[src/hdl/branchRsPkg.sv]
/*
  shared types for the branch reservation station
  width typedefs, branch opcode enum, dispatch, CDB, issue and resolution bundles
*/
package branchRsPkg;

  typedef logic [31:0] dataT;   // operand / result word
  typedef logic [31:0] addrT;   // instruction address
  typedef logic [2:0]  robTagT; // 8 ROB entries

  typedef enum logic [2:0] {
    opBeq  = 3'd0,
    opBne  = 3'd1,
    opBlt  = 3'd2,
    opBge  = 3'd3,
    opBltu = 3'd4,
    opBgeu = 3'd5,
    opJal  = 3'd6,
    opJalr = 3'd7
  } branchOpT;

  // instruction as it leaves rename, operands may still be pending
  typedef struct packed {
    robTagT   robTag;      // own ROB slot
    branchOpT op;
    dataT     value1;
    logic     ready1;
    robTagT   tag1;        // producer of operand 1 if not ready
    dataT     value2;
    logic     ready2;
    robTagT   tag2;
    addrT     predictedPc; // fetch's guess of the next PC
    addrT     targetAddr;  // B-type and JAL target
    addrT     seqAddr;     // pc + 4
  } dispatchT;

  // one-cycle result broadcast
  typedef struct packed {
    logic   valid;
    robTagT robEntry;
    dataT   result;
  } cdbT;

  // outcome reported back to the ROB
  typedef struct packed {
    robTagT robTag;
    addrT   actualPc;
    dataT   linkValue;  // zero for conditional branches
    logic   taken;
    logic   mispredict;
  } resolveT;

  // entry contents once both operands are known
  typedef struct packed {
    robTagT   robTag;
    branchOpT op;
    dataT     src1;
    dataT     src2;
    addrT     predictedPc;
    addrT     targetAddr;
    addrT     seqAddr;
  } issueT;

endpackage

[src/hdl/branchResolve.sv]
`timescale 1ns/1ps
/*
  branch resolve unit
  condition compare, actual next PC, link value, misprediction check
  four-phase req/ack toward the ROB
*/
module branchResolve import branchRsPkg::*; (
  input  logic    clk,
  input  logic    arstN,
  input  logic    issueValid,
  input  issueT   issue,
  input  logic    resolveAck,
  output logic    resolveIdle,
  output logic    resolveReq,
  output resolveT resolution
);

  typedef enum logic [1:0] {idle, request, waitRelease} resolveStateT;

  resolveStateT state;
  resolveT      nextRes;  // outcome of the slot being issued
  dataT         sum;      // jalr base + immediate
  logic         taken;
  addrT         actualPc;
  dataT         linkValue;

  always_comb begin
    sum = issue.src1 + issue.src2;
    unique case (issue.op)
      opBeq:   taken = (issue.src1 == issue.src2);
      opBne:   taken = (issue.src1 != issue.src2);
      opBlt:   taken = ($signed(issue.src1) < $signed(issue.src2));
      opBge:   taken = ($signed(issue.src1) >= $signed(issue.src2));
      opBltu:  taken = (issue.src1 < issue.src2);
      opBgeu:  taken = (issue.src1 >= issue.src2);
      default: taken = 1'b1; // jal / jalr always go
    endcase

    if (issue.op == opJalr) begin
      actualPc  = {sum[31:1], 1'b0}; // bit 0 dropped
      linkValue = issue.seqAddr;
    end else if (issue.op == opJal) begin
      actualPc  = issue.targetAddr;
      linkValue = issue.seqAddr;
    end else begin
      actualPc  = taken ? issue.targetAddr : issue.seqAddr;
      linkValue = '0; // no link for B-type
    end

    nextRes.robTag     = issue.robTag;
    nextRes.actualPc   = actualPc;
    nextRes.linkValue  = linkValue;
    nextRes.taken      = taken;
    nextRes.mispredict = (actualPc != issue.predictedPc);
  end

  assign resolveIdle = (state == idle);
  assign resolveReq  = (state == request);

  // ROB handshake
  always_ff @(posedge clk or negedge arstN) begin
    if (!arstN) begin
      state <= idle;
    end else begin
      unique case (state)
        idle:        if (issueValid) state <= request;
        request:     if (resolveAck) state <= waitRelease; // req drops next
        waitRelease: if (!resolveAck) state <= idle;
        default:     state <= idle;
      endcase
    end
  end

  // held stable for the whole handshake
  always_ff @(posedge clk) begin
    if (state == idle && issueValid) resolution <= nextRes;
  end

endmodule

[src/hdl/branchRsEntry.sv]
`timescale 1ns/1ps
/*
  single branch reservation station entry
  holds one instruction, snoops the CDB for pending operands, requests selection
*/
module branchRsEntry import branchRsPkg::*; (
  input  logic     clk,
  input  logic     arstN,
  input  logic     flush,
  input  logic     write,      // dispatch lands here this edge
  input  dispatchT writeData,
  input  cdbT      cdb,
  input  logic     grant,      // picked by select, leaves this edge
  output logic     busy,
  output logic     selectReq,
  output issueT    entry
);

  logic   ready1, ready2; // operand already captured
  robTagT tag1, tag2;     // producers still owed
  logic   hit1, hit2;     // broadcast matches a stored operand
  logic   fwd1, fwd2;     // broadcast matches the incoming dispatch

  always_comb begin
    hit1 = cdb.valid & busy & ~ready1 & (cdb.robEntry == tag1);
    hit2 = cdb.valid & busy & ~ready2 & (cdb.robEntry == tag2);
    // same-cycle broadcast during the write
    fwd1 = cdb.valid & ~writeData.ready1 & (cdb.robEntry == writeData.tag1);
    fwd2 = cdb.valid & ~writeData.ready2 & (cdb.robEntry == writeData.tag2);
    selectReq = busy & ready1 & ready2; // stored state only
  end

  // control flags
  always_ff @(posedge clk or negedge arstN) begin
    if (!arstN) begin
      busy   <= 1'b0;
      ready1 <= 1'b0;
      ready2 <= 1'b0;
    end else if (flush) begin
      busy   <= 1'b0; // whole station squashed
      ready1 <= 1'b0;
      ready2 <= 1'b0;
    end else if (write) begin
      busy   <= 1'b1;
      ready1 <= writeData.ready1 | fwd1;
      ready2 <= writeData.ready2 | fwd2;
    end else begin
      if (grant) busy <= 1'b0;   // handed to resolve
      if (hit1) ready1 <= 1'b1;
      if (hit2) ready2 <= 1'b1;
    end
  end

  // payload, valid only while busy
  always_ff @(posedge clk) begin
    if (write) begin
      entry.robTag      <= writeData.robTag;
      entry.op          <= writeData.op;
      entry.src1        <= fwd1 ? cdb.result : writeData.value1;
      entry.src2        <= fwd2 ? cdb.result : writeData.value2;
      entry.predictedPc <= writeData.predictedPc;
      entry.targetAddr  <= writeData.targetAddr;
      entry.seqAddr     <= writeData.seqAddr;
      tag1              <= writeData.tag1;
      tag2              <= writeData.tag2;
    end else begin
      if (hit1) entry.src1 <= cdb.result; // wakeup capture
      if (hit2) entry.src2 <= cdb.result;
    end
  end

endmodule

[src/hdl/branchSelect.sv]
`timescale 1ns/1ps
/*
  fixed-priority select over the entry array
  one-hot grant and the registered issue slot feeding the resolve unit
*/
module branchSelect import branchRsPkg::*; #(
  parameter int numEntries = 4
) (
  input  logic                  clk,
  input  logic                  arstN,
  input  logic                  flush,
  input  logic [numEntries-1:0] selectReq,
  input  issueT                 entries [numEntries],
  input  logic                  resolveIdle,
  output logic [numEntries-1:0] grant,
  output logic                  issueValid,
  output issueT                 issue
);

  localparam int idxW = (numEntries > 1) ? $clog2(numEntries) : 1;

  typedef enum logic {issueEmpty, issueLoaded} issueStateT;

  issueStateT      state;
  logic [idxW-1:0] pick;     // lowest requesting index
  logic            found;
  logic            canIssue;

  always_comb begin
    found = 1'b0;
    pick  = '0;
    for (int i = numEntries - 1; i >= 0; i--) begin // last hit wins, lowest index
      if (selectReq[i]) begin
        found = 1'b1;
        pick  = idxW'(i);
      end
    end
    // slot empty and resolve free, nothing new during flush
    canIssue = found & resolveIdle & (state == issueEmpty) & ~flush;
    grant = '0;
    if (canIssue) grant[pick] = 1'b1;
  end

  assign issueValid = (state == issueLoaded);

  always_ff @(posedge clk or negedge arstN) begin
    if (!arstN) state <= issueEmpty;
    else if (flush) state <= issueEmpty;
    else if (canIssue) state <= issueLoaded;
    else state <= issueEmpty; // resolve takes it in one cycle
  end

  always_ff @(posedge clk) begin
    if (canIssue) issue <= entries[pick];
  end

endmodule

[src/hdl/branchStation.sv]
`timescale 1ns/1ps
/*
  branch reservation station top
  dispatch handshake, free-entry allocation, entry array, select and resolve
*/
module branchStation import branchRsPkg::*; #(
  parameter int numEntries = 4
) (
  input  logic     clk,
  input  logic     arstN,
  input  logic     flush,
  input  logic     dispatchReq,
  input  dispatchT dispatch,
  input  cdbT      cdb,
  input  logic     resolveAck,
  output logic     dispatchAck,
  output logic     resolveReq,
  output resolveT  resolution
);

  localparam int idxW = (numEntries > 1) ? $clog2(numEntries) : 1;

  logic [numEntries-1:0] busy;
  logic [numEntries-1:0] selectReq;
  logic [numEntries-1:0] grant;
  logic [numEntries-1:0] write;      // one-hot write strobe
  issueT                 entries [numEntries];
  issueT                 issue;
  logic                  issueValid;
  logic                  resolveIdle;
  logic [idxW-1:0]       freeIdx;    // lowest free slot
  logic                  anyFree;
  logic                  accept;

  always_comb begin
    anyFree = 1'b0;
    freeIdx = '0;
    for (int i = numEntries - 1; i >= 0; i--) begin
      if (!busy[i]) begin
        anyFree = 1'b1;
        freeIdx = idxW'(i);
      end
    end
    // new req only, stall when full or flushing
    accept = dispatchReq & ~dispatchAck & anyFree & ~flush;
    write  = '0;
    if (accept) write[freeIdx] = 1'b1;
  end

  // ack rises with the write, falls once req is gone
  always_ff @(posedge clk or negedge arstN) begin
    if (!arstN) dispatchAck <= 1'b0;
    else if (accept) dispatchAck <= 1'b1;
    else if (!dispatchReq) dispatchAck <= 1'b0;
  end

  for (genvar i = 0; i < numEntries; i++) begin : gEntry
    branchRsEntry entryInst (
      .clk       (clk),
      .arstN     (arstN),
      .flush     (flush),
      .write     (write[i]),
      .writeData (dispatch),
      .cdb       (cdb),
      .grant     (grant[i]),
      .busy      (busy[i]),
      .selectReq (selectReq[i]),
      .entry     (entries[i])
    );
  end

  branchSelect #(.numEntries(numEntries)) selectInst (
    .clk         (clk),
    .arstN       (arstN),
    .flush       (flush),
    .selectReq   (selectReq),
    .entries     (entries),
    .resolveIdle (resolveIdle),
    .grant       (grant),
    .issueValid  (issueValid),
    .issue       (issue)
  );

  branchResolve resolveInst (
    .clk         (clk),
    .arstN       (arstN),
    .issueValid  (issueValid),
    .issue       (issue),
    .resolveAck  (resolveAck),
    .resolveIdle (resolveIdle),
    .resolveReq  (resolveReq),
    .resolution  (resolution)
  );

endmodule
[config.mk]
export PLATFORM = sky130hd
export DESIGN_NAME = branchStation
export DESIGN_NICKNAME = d
export VERILOG_FILES = /design/src/hdl/branchRsPkg.sv /design/src/hdl/branchResolve.sv /design/src/hdl/branchRsEntry.sv /design/src/hdl/branchSelect.sv /design/src/hdl/branchStation.sv
export SDC_FILE = /design/constraint.sdc
export NUM_CORES = 1
export LEC_CHECK = 0
export BUFFER_PORTS_ARGS = -buffer_cell sky130_fd_sc_hd__buf_2
export CORE_MARGIN = 5
export CORE_UTILIZATION = 42
export CTS_CLUSTER_SIZE = 40
export DETAILED_ROUTE_END_ITERATION = 7
export PLACE_DENSITY = 0.65
export SKIP_LAST_GASP = 1
export SLEW_MARGIN = 20
export SYNTH_ARGS = -nofsm -noshare
export SYNTH_HDL_FRONTEND = slang
export SYNTH_SLANG_ARGS = --single-unit
export TNS_END_PERCENT = 10
[constraint.sdc]
create_clock -name clk -period 7.17 [get_ports clk]
set_clock_uncertainty 0.15 [all_clocks]
set_input_delay 0.717 -clock clk [delete_from_list [all_inputs] [get_ports clk]]
set_output_delay 0.717 -clock clk [all_outputs]
set_load 0.05 [all_outputs]
==> flow_summary.yaml <==
global_route:
  gr-total-overflow: 0
  grt_use_total_pct: 21.3
  grt_pass1_vias: 23900
  grt_max_degree: 145
  antenna_found_initial: 41
  grt_pass1_wl_mm: 159
pwr:
  irDropWorstVdd_v: 0.000168
  powerDensity_nw_per_um2: 249
  leakage_nw: 16.5
  total_power_mw: 11.3
timing:
  max_clock_freq_mhz: 198
  finalMaxSlewViolations: 0
  fin_ws_ps: 2110
  hold_viol_final: 0
  tightest_slew_ps: 1110
  min_period_ps: 5060
  setup_violations: 0
  finalCritPeriodShare_pct: 70.5
  relSlewSlack_pct: 26.0
  fin_tns_setup_ps: 0
  rsz0062_at_grt: "no"
worst_setup_path:
  crit_cells: 14
  cp-start-kind: "flop"
  r2r_end: "resolveInst.resolution[0]"
  cp_cell_sequence: "ha_1, nand4_1, or2_1, a211oi_2, o31ai_1, a211oi_2, and2_4, mux2_4, a221oi_1, nand4_1, nand4b_1, or4_1, nor4_1, nand3_1"
  r2r_slack_ps: 2110
  r2r_start: "selectInst.issue[139]"
  critPathArrivalTime_ps: 5290
  cp_num_buf_inv: 0
  cp_top_family: "simple AND/OR/NAND/NOR gates"
  crit_path_start: "selectInst.issue[139]"
  cpPeakStageDelay_ps: 710
  cp-endpoint: "resolveInst.resolution[0]"
  critical_path_required_ps: 7410
  critPathCaptureType: "flop"
  cp_slowest_cell: "and2_4"
  worstPathMaxFanout: 59
  rr_worst_depth: 14
  worstSetupPathType: "flop to flop"
floorplanning:
  die_h_um: 317
  fp.dieW_um: 317
  boundaryPins: 286
  die_area_um2: 101000
  core_area_um2: 93600
  start_util_pct: 42.4
  rows: 112
routing:
  avgRoutedWirePerCell_um: 26.1
  vias_per_cell: 5.68
  firstDrtPassIters: 8
  vias: 24000
  drc_errors: 0
  ant_nets: 0
  drt_iter0_markers: 3018
  totalWireLength_mm: 111
clock_tree:
  insertion_delay_ps: 680
  clkSlewWorstSetupHoldPaths_ps: 60
  numClockSinks: 939
  cts_root_buf: "clkbuf_16"
  post_cts_buffers: 0
  clk_path_buf_depth: 3
  cts_inserted_buffers: 95
  cts_tree: "done"
  ctsHtreeMaxLevel: 3
placement:
  pre_cts_ws_ps: 2170
  port_buffers: 285
  numPlacedInstances: 4035
  dp_hpwl_mm: 70.7
  place_congestion: 0.922
  postPlaceCellArea_um2: 42500
logic_synthesis:
  yosys-top-cells-count: "923 x edfxtp_1, 385 x nand2_1, 266 x mux2_2"
  synthArstFlopShare_pct: 1.70
  synth_edf_count: 923
  synthTopCellsByArea: "edfxtp_1 70%, mux2_2 7.5%, a222oi_1 4.2%, nand2_1 3.6%, ha_1 2.0%"
  ys_ff_latch: 939
  avgSynthCellArea_um2: 15.3
  yosysMostFrequentCell: "edfxtp_1"
  synth_top_area_share_pct: 69.8
  synth.largest_area_cell: "edfxtp_1"
  yosys_warnings: 0
  ys_types: 76
  synth_seq_area_share_pct: 70.9
  synth_area_um2: 39700
  syn_nets: 2872
  synthCells: 2593
  ys.flop_type: "edfxtp_1"
finish:
  layout-drive-gt1-share_pct: 26.1
  ff_latch_area_um2: 28100
  finalNonFillerCells: 4233
  multi_input_area_um2: 10700
  syn_to_final_growth_pct: 14.9
  fillCellCount: 8025
  finalInstanceArea_um2: 45600
  fin_nets: 3158
hold_path:
  min_path_type: "primary input to flop"
flow_run:
  cap_violations: 0
outcome:
  outcome: "completed"
layout make-up:
class | instances | area share, %
Clock inverter | 69 | 1.31
Tap cell | 1254 | 3.44
Sequential cell | 939 | 61.7
Multi-Input combinational cell | 1430 | 23.6
Timing Repair Buffer | 324 | 3.80
Antenna cell | 21 | 0.115
Inverter | 89 | 0.755
Clock buffer | 107 | 5.36
metal layers:
layer	global-route usage, %	up-vias	wire (um)	part of all wire [%]
met3	4.54	164	9580	8.7
met4	5.63	24	2570	2.3
met1	28.7	12000	44200	40
li1	-	10800	-	-
met5	0	-	164	0.15
met2	35.4	1041	54100	49
how the worst min path moves through the flow:
| stage | slack [ps] | cells after the start | endpoint | startpoint |
|---|---|---|---|---|
| 4_1_cts | 60 | 2 | resolveInst.state[0] | resolveAck |
| 2_1_floorplan | 250 | 0 | resolveInst.resolution[66] | selectInst.issue[163] |
| 3_5_place_dp | 260 | 0 | resolveInst.resolution[68] | selectInst.issue[165] |
| 3_3_place_gp | 260 | 0 | resolveInst.resolution[67] | selectInst.issue[164] |
| 5_1_grt | 80 | 1 | gEntry[3].entryInst.entry[34] | dispatch[34] |
| 6_report | 110 | 2 | resolveInst.state[0] | resolveAck |
flip-flops by register name, summed over array words and instances (netlist names):
register and cells:
selectInst.issue 166, gEntry.entryInst.tag2 12, gEntry.entryInst.ready1 4, gEntry.entryInst.tag1 12, gEntry.entryInst.busy 4, dispatchAck 1, selectInst.issueValid 1, resolveInst.resolution 69
resolveInst.state 2, gEntry.entryInst.ready2 4, gEntry.entryInst.entry 664
cells by family after synthesis:
group | share of synthesized area (%)
DFF | 70.9
and+or+nand+nor | 6.81
AOI/OAI and AO/OA | 7.75
muxes | 8.22
buffers and inverters | 2.27
xor gates and xnor gates | 2.05
adders and majority gates | 2.04
what timing repair did:
| action | 4_1_cts | 5_1_grt |
|---|---|---|
| endpoints found under the hold margin | 16 | 0 |
| resized for setup | 0 | 0 |
| hold buffers | 1 | 0 |
cells in the final DEF (no fill, tap or decap), types with 48 or more instances in the layout:
cell | synthesis | layout
xor2_1 | 48 | 48
mux2_2 | 266 | 266
ha_1 | 63 | 63
nor2_1 | 62 | 56
a21oi_1 | 48 | 48
inv_1 | 88 | 84
nand2_1 | 385 | 384
a222oi_1 | 166 | 166
clkbuf_16 | 0 | 96
edfxtp_1 | 923 | 923
buf_2 | 4 | 285
report_power, final:
| part | internal (mW) | switching, mW | total (mW) | leakage [nW] |
|---|---|---|---|---|
| Sequential | 6.11 | 0.0226 | 6.13 | 8.56 |
| Clock | 2.75 | 2.09 | 4.84 | 1.48 |
| Combinational | 0.151 | 0.229 | 0.379 | 6.41 |
| Total | 9.01 | 2.34 | 11.3 | 16.5 |
through the flow:
stage | hold slack (ps) | util [%]
after CTS | 62.7 | 48.7
after detailed placement | 257 | 45.4
after floorplan | 250 | -
final | 108 | 48.7
after global placement | 257 | 45.4
after global routing | 82.2 | 48.7
Power figures use the tool's default switching activity.
